### src/rtl/rv_core_pkg.sv
package rv_core_pkg;

    // widths with a meaning of their own
    typedef logic [31:0] word_t;
    typedef logic [3:0]  reg_idx_t;
    typedef logic [3:0]  alu_op_t;
    typedef logic [4:0]  op_class_t;

    // alu operation codes
    localparam alu_op_t ALU_ADD  = 4'd0;
    localparam alu_op_t ALU_SUB  = 4'd1;
    localparam alu_op_t ALU_AND  = 4'd2;
    localparam alu_op_t ALU_OR   = 4'd3;
    localparam alu_op_t ALU_XOR  = 4'd4;
    localparam alu_op_t ALU_SLT  = 4'd5;
    localparam alu_op_t ALU_SLTU = 4'd6;
    localparam alu_op_t ALU_SLL  = 4'd7;
    localparam alu_op_t ALU_SRL  = 4'd8;
    localparam alu_op_t ALU_SRA  = 4'd9;

    // opcode classes, instruction bits 6:2
    localparam op_class_t OPC_LUI    = 5'b01101;
    localparam op_class_t OPC_AUIPC  = 5'b00101;
    localparam op_class_t OPC_JAL    = 5'b11011;
    localparam op_class_t OPC_JALR   = 5'b11001;
    localparam op_class_t OPC_BRANCH = 5'b11000;
    localparam op_class_t OPC_OP_IMM = 5'b00100;
    localparam op_class_t OPC_OP     = 5'b01100;

    // branch kinds
    localparam logic [2:0] F3_BEQ  = 3'b000;
    localparam logic [2:0] F3_BNE  = 3'b001;
    localparam logic [2:0] F3_BLT  = 3'b100;
    localparam logic [2:0] F3_BGE  = 3'b101;
    localparam logic [2:0] F3_BLTU = 3'b110;
    localparam logic [2:0] F3_BGEU = 3'b111;

    // register and immediate alu kinds
    localparam logic [2:0] F3_ADD  = 3'b000;
    localparam logic [2:0] F3_SLL  = 3'b001;
    localparam logic [2:0] F3_SLT  = 3'b010;
    localparam logic [2:0] F3_SLTU = 3'b011;
    localparam logic [2:0] F3_XOR  = 3'b100;
    localparam logic [2:0] F3_SR   = 3'b101;
    localparam logic [2:0] F3_OR   = 3'b110;
    localparam logic [2:0] F3_AND  = 3'b111;

endpackage
### src/rtl/rv_core.sv
module rv_core import rv_core_pkg::*; #(
    parameter word_t RESET_PC = '0
) (
    input  logic     clk,
    input  logic     reset,
    output logic     imem_req,
    output word_t    imem_addr,
    input  logic     imem_ack,
    input  word_t    imem_data,
    output logic     retire_valid,
    input  logic     retire_ready,
    output word_t    retire_pc,
    output logic     retire_we,
    output reg_idx_t retire_rd,
    output word_t    retire_data
);

    // fetch to decode
    logic       if_valid;
    word_t      if_pc;
    word_t      if_inst;
    logic       id_ready;

    // decode to execute
    logic       id_valid;
    logic       ex_ready;
    word_t      id_pc;
    reg_idx_t   id_rd;
    reg_idx_t   id_rs1;
    reg_idx_t   id_rs2;
    word_t      id_imm;
    alu_op_t    id_alu_op;
    logic       id_use_imm;
    logic       id_reg_write;
    logic       id_lui;
    logic       id_auipc;
    logic       id_jal;
    logic       id_jalr;
    logic       id_branch;
    logic [2:0] id_func3;

    // taken branch or jump from execute
    logic       redirect;
    word_t      redirect_pc;

    fetch_unit #(
        .RESET_PC(RESET_PC)
    ) fetch0 (
        .clk        (clk),
        .reset      (reset),
        .imem_req   (imem_req),
        .imem_addr  (imem_addr),
        .imem_ack   (imem_ack),
        .imem_data  (imem_data),
        .if_valid   (if_valid),
        .if_pc      (if_pc),
        .if_inst    (if_inst),
        .id_ready   (id_ready),
        .redirect   (redirect),
        .redirect_pc(redirect_pc)
    );

    decode_stage decode0 (
        .clk         (clk),
        .reset       (reset),
        .if_valid    (if_valid),
        .if_pc       (if_pc),
        .if_inst     (if_inst),
        .id_ready    (id_ready),
        .redirect    (redirect),
        .ex_ready    (ex_ready),
        .id_valid    (id_valid),
        .id_pc       (id_pc),
        .id_rd       (id_rd),
        .id_rs1      (id_rs1),
        .id_rs2      (id_rs2),
        .id_imm      (id_imm),
        .id_alu_op   (id_alu_op),
        .id_use_imm  (id_use_imm),
        .id_reg_write(id_reg_write),
        .id_lui      (id_lui),
        .id_auipc    (id_auipc),
        .id_jal      (id_jal),
        .id_jalr     (id_jalr),
        .id_branch   (id_branch),
        .id_func3    (id_func3)
    );

    exec_stage exec0 (
        .clk         (clk),
        .reset       (reset),
        .id_valid    (id_valid),
        .ex_ready    (ex_ready),
        .id_pc       (id_pc),
        .id_rd       (id_rd),
        .id_rs1      (id_rs1),
        .id_rs2      (id_rs2),
        .id_imm      (id_imm),
        .id_alu_op   (id_alu_op),
        .id_use_imm  (id_use_imm),
        .id_reg_write(id_reg_write),
        .id_lui      (id_lui),
        .id_auipc    (id_auipc),
        .id_jal      (id_jal),
        .id_jalr     (id_jalr),
        .id_branch   (id_branch),
        .id_func3    (id_func3),
        .redirect    (redirect),
        .redirect_pc (redirect_pc),
        .retire_valid(retire_valid),
        .retire_ready(retire_ready),
        .retire_pc   (retire_pc),
        .retire_we   (retire_we),
        .retire_rd   (retire_rd),
        .retire_data (retire_data)
    );

endmodule

### src/rtl/exec_stage.sv
module exec_stage import rv_core_pkg::*; (
    input  logic       clk,
    input  logic       reset,
    input  logic       id_valid,
    output logic       ex_ready,
    input  word_t      id_pc,
    input  reg_idx_t   id_rd,
    input  reg_idx_t   id_rs1,
    input  reg_idx_t   id_rs2,
    input  word_t      id_imm,
    input  alu_op_t    id_alu_op,
    input  logic       id_use_imm,
    input  logic       id_reg_write,
    input  logic       id_lui,
    input  logic       id_auipc,
    input  logic       id_jal,
    input  logic       id_jalr,
    input  logic       id_branch,
    input  logic [2:0] id_func3,
    output logic       redirect,
    output word_t      redirect_pc,
    output logic       retire_valid,
    input  logic       retire_ready,
    output word_t      retire_pc,
    output logic       retire_we,
    output reg_idx_t   retire_rd,
    output word_t      retire_data
);

    word_t      rf [16];
    word_t      ex_a;
    word_t      ex_b;
    word_t      ex_imm;
    alu_op_t    ex_alu_op;
    logic       ex_use_imm;
    logic       ex_reg_write;
    logic       ex_lui;
    logic       ex_auipc;
    logic       ex_jal;
    logic       ex_jalr;
    logic       ex_branch;
    logic [2:0] ex_func3;
    logic       fire;
    logic       accept;
    logic       cond;
    word_t      rs1_val;
    word_t      rs2_val;
    word_t      op_b;
    word_t      alu_out;

    // register file read with bypass from the retiring instruction
    function automatic word_t operand(input reg_idx_t idx, input word_t stored,
                                      input logic fwd, input reg_idx_t fwd_rd,
                                      input word_t fwd_data);
        if (idx == '0) begin
            return '0;
        end else if (fwd && fwd_rd == idx) begin
            return fwd_data;
        end
        return stored;
    endfunction

    assign fire     = retire_valid && retire_ready;
    assign ex_ready = !retire_valid || retire_ready;
    // wrong-path instruction in decode must not slip in behind a taken jump
    assign accept   = id_valid && ex_ready && !redirect;

    assign rs1_val = operand(id_rs1, rf[id_rs1], fire && retire_we, retire_rd, retire_data);
    assign rs2_val = operand(id_rs2, rf[id_rs2], fire && retire_we, retire_rd, retire_data);

    always_ff @(posedge clk) begin
        if (reset) begin
            retire_valid <= 1'b0;
        end else if (accept) begin
            retire_valid <= 1'b1;
        end else if (retire_ready) begin
            retire_valid <= 1'b0;
        end
    end

    always_ff @(posedge clk) begin
        if (accept) begin
            retire_pc    <= id_pc;
            retire_rd    <= id_rd;
            ex_a         <= rs1_val;
            ex_b         <= rs2_val;
            ex_imm       <= id_imm;
            ex_alu_op    <= id_alu_op;
            ex_use_imm   <= id_use_imm;
            ex_reg_write <= id_reg_write;
            ex_lui       <= id_lui;
            ex_auipc     <= id_auipc;
            ex_jal       <= id_jal;
            ex_jalr      <= id_jalr;
            ex_branch    <= id_branch;
            ex_func3     <= id_func3;
        end
    end

    always_ff @(posedge clk) begin
        if (fire && retire_we) begin
            rf[retire_rd] <= retire_data;
        end
    end

    assign op_b = ex_use_imm ? ex_imm : ex_b;

    always_comb begin
        case (ex_alu_op)
            ALU_SUB:  alu_out = ex_a - op_b;
            ALU_AND:  alu_out = ex_a & op_b;
            ALU_OR:   alu_out = ex_a | op_b;
            ALU_XOR:  alu_out = ex_a ^ op_b;
            ALU_SLT:  alu_out = {31'b0, $signed(ex_a) < $signed(op_b)};
            ALU_SLTU: alu_out = {31'b0, ex_a < op_b};
            ALU_SLL:  alu_out = ex_a << op_b[4:0];
            ALU_SRL:  alu_out = ex_a >> op_b[4:0];
            ALU_SRA:  alu_out = $signed(ex_a) >>> op_b[4:0];
            default:  alu_out = ex_a + op_b;
        endcase
    end

    // equal test for beq/bne, less-than bit otherwise, odd kinds inverted
    always_comb begin
        if (ex_func3 == F3_BEQ || ex_func3 == F3_BNE) begin
            cond = (alu_out == '0);
        end else begin
            cond = alu_out[0];
        end
        if (ex_func3 == F3_BNE || ex_func3 == F3_BGE || ex_func3 == F3_BGEU) begin
            cond = !cond;
        end
    end

    assign redirect    = fire && (ex_jal || ex_jalr || (ex_branch && cond));
    assign redirect_pc = ex_jalr ? ((ex_a + ex_imm) & ~32'd1) : retire_pc + ex_imm;

    assign retire_we = ex_reg_write && (retire_rd != '0);

    always_comb begin
        if (ex_lui) begin
            retire_data = ex_imm;
        end else if (ex_auipc) begin
            retire_data = retire_pc + ex_imm;
        end else if (ex_jal || ex_jalr) begin
            retire_data = retire_pc + 32'd4;
        end else begin
            retire_data = alu_out;
        end
    end

    a_retire_stable: assert property (@(posedge clk) disable iff (reset)
        retire_valid && !retire_ready |=> retire_valid && $stable(retire_pc)
            && $stable(retire_we) && $stable(retire_rd) && $stable(retire_data));

endmodule

### src/rtl/decode_stage.sv
module decode_stage import rv_core_pkg::*; (
    input  logic     clk,
    input  logic     reset,
    input  logic     if_valid,
    input  word_t    if_pc,
    input  word_t    if_inst,
    output logic     id_ready,
    input  logic     redirect,
    input  logic     ex_ready,
    output logic     id_valid,
    output word_t    id_pc,
    output reg_idx_t id_rd,
    output reg_idx_t id_rs1,
    output reg_idx_t id_rs2,
    output word_t    id_imm,
    output alu_op_t  id_alu_op,
    output logic     id_use_imm,
    output logic     id_reg_write,
    output logic     id_lui,
    output logic     id_auipc,
    output logic     id_jal,
    output logic     id_jalr,
    output logic     id_branch,
    output logic [2:0] id_func3
);

    op_class_t  opc;
    logic [2:0] func3;
    logic [6:0] func7;
    logic       func7_5;
    logic       take;
    word_t      imm_i;
    word_t      imm_u;
    word_t      imm_b;
    word_t      imm_j;

    assign opc     = if_inst[6:2];
    assign func3   = if_inst[14:12];
    assign func7   = if_inst[31:25];
    assign func7_5 = if_inst[30];

    assign imm_i = {{20{if_inst[31]}}, if_inst[31:20]};
    assign imm_u = {if_inst[31:12], 12'b0};
    assign imm_b = {{20{if_inst[31]}}, if_inst[7], if_inst[30:25], if_inst[11:8], 1'b0};
    assign imm_j = {{12{if_inst[31]}}, if_inst[19:12], if_inst[20], if_inst[30:21], 1'b0};

    // slot frees up in the cycle execute takes it, closed during a flush
    assign id_ready = (ex_ready || !id_valid) && !redirect;
    assign take     = if_valid && id_ready;

    always_ff @(posedge clk) begin
        if (reset) begin
            id_valid <= 1'b0;
        end else if (redirect) begin
            id_valid <= 1'b0;
        end else if (take) begin
            id_valid <= 1'b1;
        end else if (ex_ready) begin
            id_valid <= 1'b0;
        end
    end

    always_ff @(posedge clk) begin
        if (take) begin
            id_pc    <= if_pc;
            id_rd    <= if_inst[10:7];
            id_rs1   <= if_inst[18:15];
            id_rs2   <= if_inst[23:20];
            id_func3 <= func3;

            // no-op unless a class below claims it
            id_imm       <= '0;
            id_alu_op    <= ALU_ADD;
            id_use_imm   <= 1'b0;
            id_reg_write <= 1'b0;
            id_lui       <= 1'b0;
            id_auipc     <= 1'b0;
            id_jal       <= 1'b0;
            id_jalr      <= 1'b0;
            id_branch    <= 1'b0;

            case (opc)
                OPC_LUI: begin
                    id_imm       <= imm_u;
                    id_reg_write <= 1'b1;
                    id_lui       <= 1'b1;
                end
                OPC_AUIPC: begin
                    id_imm       <= imm_u;
                    id_reg_write <= 1'b1;
                    id_auipc     <= 1'b1;
                end
                OPC_JAL: begin
                    id_imm       <= imm_j;
                    id_reg_write <= 1'b1;
                    id_jal       <= 1'b1;
                end
                OPC_JALR: begin
                    if (func3 == 3'b000) begin
                        id_imm       <= imm_i;
                        id_reg_write <= 1'b1;
                        id_jalr      <= 1'b1;
                    end
                end
                OPC_BRANCH: begin
                    id_imm <= imm_b;
                    case (func3)
                        F3_BEQ, F3_BNE: begin
                            id_alu_op <= ALU_SUB;
                            id_branch <= 1'b1;
                        end
                        F3_BLT, F3_BGE: begin
                            id_alu_op <= ALU_SLT;
                            id_branch <= 1'b1;
                        end
                        F3_BLTU, F3_BGEU: begin
                            id_alu_op <= ALU_SLTU;
                            id_branch <= 1'b1;
                        end
                        default: begin end
                    endcase
                end
                OPC_OP_IMM: begin
                    // shifts take the amount from imm[4:0]
                    id_imm       <= imm_i;
                    id_use_imm   <= 1'b1;
                    id_reg_write <= 1'b1;
                    case (func3)
                        F3_ADD:  id_alu_op <= ALU_ADD;
                        F3_SLL:  id_alu_op <= ALU_SLL;
                        F3_SLT:  id_alu_op <= ALU_SLT;
                        F3_SLTU: id_alu_op <= ALU_SLTU;
                        F3_XOR:  id_alu_op <= ALU_XOR;
                        F3_SR:   id_alu_op <= func7_5 ? ALU_SRA : ALU_SRL;
                        F3_OR:   id_alu_op <= ALU_OR;
                        default: id_alu_op <= ALU_AND;
                    endcase
                end
                OPC_OP: begin
                    // multiply and divide words fall through as no-ops
                    if (func7 == 7'h00 || func7 == 7'h20) begin
                        id_reg_write <= 1'b1;
                        case (func3)
                            F3_ADD:  id_alu_op <= func7_5 ? ALU_SUB : ALU_ADD;
                            F3_SLL:  id_alu_op <= ALU_SLL;
                            F3_SLT:  id_alu_op <= ALU_SLT;
                            F3_SLTU: id_alu_op <= ALU_SLTU;
                            F3_XOR:  id_alu_op <= ALU_XOR;
                            F3_SR:   id_alu_op <= func7_5 ? ALU_SRA : ALU_SRL;
                            F3_OR:   id_alu_op <= ALU_OR;
                            default: id_alu_op <= ALU_AND;
                        endcase
                    end
                end
                default: begin end
            endcase
        end
    end

    a_flush_clears: assert property (@(posedge clk) disable iff (reset)
        redirect |=> !id_valid);

endmodule

### src/rtl/fetch_unit.sv
module fetch_unit import rv_core_pkg::*; #(
    parameter word_t RESET_PC = '0
) (
    input  logic  clk,
    input  logic  reset,
    output logic  imem_req,
    output word_t imem_addr,
    input  logic  imem_ack,
    input  word_t imem_data,
    output logic  if_valid,
    output word_t if_pc,
    output word_t if_inst,
    input  logic  id_ready,
    input  logic  redirect,
    input  word_t redirect_pc
);

    typedef enum logic [1:0] {
        S_IDLE,
        S_WAIT_ACK,
        S_WAIT_REL,
        S_FULL
    } fetch_state_t;

    fetch_state_t state;
    word_t        pc;
    // request in flight belongs to a flushed path
    logic         discard;

    always_ff @(posedge clk) begin
        if (reset) begin
            state    <= S_IDLE;
            pc       <= RESET_PC;
            discard  <= 1'b0;
            imem_req <= 1'b0;
            if_valid <= 1'b0;
        end else begin
            if (if_valid && id_ready) begin
                if_valid <= 1'b0;
            end
            case (state)
                S_IDLE: begin
                    imem_req  <= 1'b1;
                    imem_addr <= redirect ? redirect_pc : pc;
                    discard   <= 1'b0;
                    state     <= S_WAIT_ACK;
                end
                S_WAIT_ACK: begin
                    if (imem_ack) begin
                        imem_req <= 1'b0;
                        state    <= S_WAIT_REL;
                        if (!discard && !redirect) begin
                            if_valid <= 1'b1;
                            if_pc    <= imem_addr;
                            if_inst  <= imem_data;
                            pc       <= imem_addr + 32'd4;
                        end
                    end else if (redirect) begin
                        discard <= 1'b1;
                    end
                end
                S_WAIT_REL: begin
                    // responder has to drop ack before the next request
                    if (!imem_ack) begin
                        state <= S_FULL;
                    end
                end
                default: begin
                    if (!if_valid || id_ready || redirect) begin
                        state <= S_IDLE;
                    end
                end
            endcase
            if (redirect) begin
                pc       <= redirect_pc;
                if_valid <= 1'b0;
            end
        end
    end

    a_req_held: assert property (@(posedge clk) disable iff (reset)
        imem_req && !imem_ack |=> imem_req);

endmodule

### config.mk
export PLATFORM = sky130hd
export DESIGN_NAME = rv_core
export DESIGN_NICKNAME = d
export VERILOG_FILES = /design/src/rtl/rv_core_pkg.sv /design/src/rtl/rv_core.sv /design/src/rtl/exec_stage.sv /design/src/rtl/decode_stage.sv /design/src/rtl/fetch_unit.sv
export SDC_FILE = /design/constraint.sdc
export NUM_CORES = 2
export LEC_CHECK = 0
export BUFFER_PORTS_ARGS = -buffer_cell sky130_fd_sc_hd__buf_2
export CAP_MARGIN = 30
export CORE_ASPECT_RATIO = 0.9
export CORE_MARGIN = 4
export CORE_UTILIZATION = 51
export DETAILED_ROUTE_END_ITERATION = 8
export GPL_TIMING_DRIVEN = 1
export PLACE_DENSITY = 0.67
export SLEW_MARGIN = 0
export SYNTH_ARGS = -nofsm -noshare
export SYNTH_HDL_FRONTEND = slang
export SYNTH_SLANG_ARGS = --single-unit
### constraint.sdc
create_clock -name clk -period 45.5 [get_ports clk]
set_input_delay 9.1 -clock clk [delete_from_list [all_inputs] [get_ports clk]]
set_output_delay 9.1 -clock clk [all_outputs]
set_load 0.1 [all_outputs]
==> impl_metrics.csv <==
group,metric,value,unit
run_status,status,"complete, no violations",
synth,synth_top_family_by_area,"multiplexers",
clock_network,cts.clk_slew.worst_paths,60,ps
sta,period_minus_slack,17440,ps
cells_and_area,final_common_cell,"edfxtp_1",
synth,synth_seq_area_share,50.00,%
power,p_seq_share,43.1,%
critical_path,r2r_slack,36320,ps
grt,antenna_found_initial,5,
sta,drv_slew,0,
floorplan,die_h,312.2,µm
critical_path,end_kind,"output port",
power,power.share.combinational,24.5,%
synth,synth_compound_area_share,11.75,%
critical_path,cp.arrival,8340,ps
synth,synth_mux_area_share,19.90,%
critical_path,crit_start,"exec0.ex_use_imm",
critical_path,crit-reg2reg-launch,"exec0.ex_use_imm",
critical_path,worstPathRequired,36400,ps
clock_network,cts-resized-gates,0,
power,power_leakage,20.51,nW
critical_path,cp_slowest_cell,"a311oi_1",
grt,grt_pass1_vias,37180,
critical_path,critPathLaunchType,"flop",
sta,finClkSkew,21.38,ps
clock_network,cts_hold_buf,0,
critical_path,reg2reg_to,"decode0.id_pc[19]",
critical_path,criticalPathCategory,"reg2out",
cells_and_area,stdcell_count,5754,
cells_and_area,area_growth,11.18,%
cells_and_area,layout-drive-gt1-share,20.13,%
synth,ys_ff_latch,889,
sta,worst_pin_slew,1068,ps
sta,setup_viol_count_final,0,
detailed_routing,drc,0,
detailed_routing,wl_per_cell,31.22,µm
synth,synth_adder_area_share,4.089,%
detailed_routing,vias,39170,
sta,clock.fmax,57.35,MHz
power,fin_total_pwr,2.348,mW
placement,placedCellCount,5578,
cells_and_area,final_cell_mix,"edfxtp_1, mux4_2, nand2_1",
grt,grt_pass1_wl,260.2,mm
critical_path,path_cells,"buf_4 -> mux2i_4 -> buf_4 -> inv_2 -> buf_4 -> ha_1 -> fa_1 -> a21oi_1 -> o211ai_1 -> a311oi_1 -> a21oi_1 -> o21a_1 -> o31ai_1 -> o2111ai_1 -> nor2_1 -> o31a_1 -> nor2_1 -> a21oi_1 -> inv_1 -> buf_2",
grt,track_usage,32.58,%
power,internal_power,1.601,mW
synth,synth_flop_cell,"edfxtp_1",
power,power.density,40.27,nW/µm²
placement,dp_hpwl,124.0,mm
power,worst_ir_drop_vdd,0.04003,mV
critical_path,critPathMaxStageDelay,870,ps
synth,synth-edff-count,842,
clock_network,clockRootBuffer,"clkbuf_16",
sta,hold_viol,0,
floorplan,io_pins,139,
sta,relSlewSlack,26.75,%
floorplan,fp.dieW,346.0,µm
floorplan,start_util,51.45,%
run,drv_cap,0,
critical_path,cp_num_cells,20,
clock_network,cts_buffer_depth,3,
synth,synthXorXnorAreaFrac,2.088,%
placement,place_ws,28850,ps
sta,worst_hold_slack,410.1,ps
critical_path,rr_worst_depth,20,
sta,rsz0062_at_grt,"no",
placement,io_buffers,136,
placement,gp_congestion,1.030,
synth,synth.distinct_cells,90,
detailed_routing,first_iter_violations,5386,
synth,syn_area,52450,µm²
critical_path,crit_end,"retire_data[18]",
clock_network,ctsHtreeMaxLevel,3,
critical_path,cp_top_family,"compound AO/OA/AOI/OAI gates",
floorplan,die_area,108000,µm²
synth,ys_warn_count,0,
power,clock_power_share,32.4,%
clock_network,cts_setup_buffers,0,
floorplan,core,101900,µm²
clock_network,cts_buffers,90,
grt,gr-total-overflow,0,
clock_network,cts_tree,"yes",
critical_path,path_max_fanout,32,
cells_and_area,fin_nets,4526,
clock_network,clk_latency,680,ps
sta,setup_tns,0,ps
critical_path,crit_buf_inv,6,
sta,setup_ws,28060,ps
synth,syn_inst,4189,
synth,ys_async_sr_fraction,0,%
grt,grt_max_degree,147,
worst_hold_path,hold_path_class,"reg2reg",
detailed_routing,firstDrtPassIters,8,
power,net-switching-power,0.7470,mW
synth,synth_simple_gate_area_share,8.925,%
worst_hold_path,min_from,"decode0.id_rd[3]",
clock_network,clock_sinks,889,
floorplan,num_rows,111,
detailed_routing,viasPerCell,6.807,
sta,fin_crit_sh,38.32,%
synth,postSynthAreaPerCell,12.52,µm²
detailed_routing,ant_nets,0,
power,swShare,31.81,%
detailed_routing,routed_wl,179.6,mm
registers in the layout, summed over array words and instances (netlist names), 30 cells and up, named ones only:
register,cells
decode0.id_imm,32
decode0.id_pc,32
exec0.ex_a,32
exec0.ex_b,32
exec0.ex_imm,32
exec0.retire_pc,32
exec0.rf,512
fetch0.if_inst,30
fetch0.if_pc,32
fetch0.imem_addr,32
fetch0.pc,32
power groups by stage:
stage | Combinational (mW) | Sequential [mW] | Clock, mW
global route | 0.607 | 1.02 | 0.811
floorplan | 0.350 | 1.08 | 0
global placement | 0.557 | 1.03 | 0
CTS | 0.568 | 1.01 | 0.774
finish | 0.574 | 1.01 | 0.762
detailed placement | 0.565 | 1.03 | 0
Yosys cell counts (68+ instances only):
cell type	count	area, µm²
a211oi_1	68	510.5
a21oi_1	270	1351
clkbuf_1	186	698.2
edfxtp_1	842	25280
ha_1	165	2064
inv_1	159	596.8
mux2_2	79	889.6
mux2i_1	213	2132
mux4_2	312	7027
nand2_1	302	1134
nor2_1	310	1164
o21ai_0	158	790.8
xnor2_1	76	665.6
through the flow:
step | area (µm²) | utilization (%)
2_1_floorplan | 52560 | -
3_3_place_gp | 55040 | 53.99
3_5_place_dp | 55160 | 54.11
4_1_cts | 58200 | 57.09
5_1_grt | 58300 | 57.19
6_report | 58310 | 57.20
cell type report:
cell class / instances / area [µm²]
Multi-Input combinational cell: 2901 / 24880
Clock inverter: 58 / 681.9
Timing Repair Buffer: 276 / 1827
Clock buffer: 109 / 2355
Tap cell: 1356 / 1697
Sequential cell: 889 / 26250
Fill cell: 8273 / 43630
Inverter: 163 / 611.8
Antenna cell: 2 / 5.005
cells by family after synthesis:
| logic type | count (synthesis) |
|---|---|
| xor gates and xnor gates | 125 |
| DFF | 889 |
| other | 1 |
| AOI/OAI and AO/OA | 938 |
| buffers and inverters | 430 |
| adders and majority gates | 169 |
| muxes | 637 |
| and+or+nand+nor | 1000 |
per-layer routing:
| layer | part of all wire (%) | track usage [%] |
|---|---|---|
| met2 | 43 | 47.65 |
| met4 | 4.7 | 13.48 |
| met1 | 41 | 47.61 |
| met5 | 0.015 | 0 |
| met3 | 11 | 6.845 |
how the worst min path moves through the flow:
stage | endpoint | slack (ps) | cells past startpoint
detailed placement | decode0.id_pc[14] | 400 | 0
global route | exec0.retire_rd[3] | 410 | 0
CTS | exec0.retire_rd[3] | 410 | 0
finish | exec0.retire_rd[3] | 410 | 0
floorplan | decode0.id_pc[0] | 400 | 0
global placement | exec0.retire_pc[31] | 400 | 0
Power figures use the tool's default switching activity.
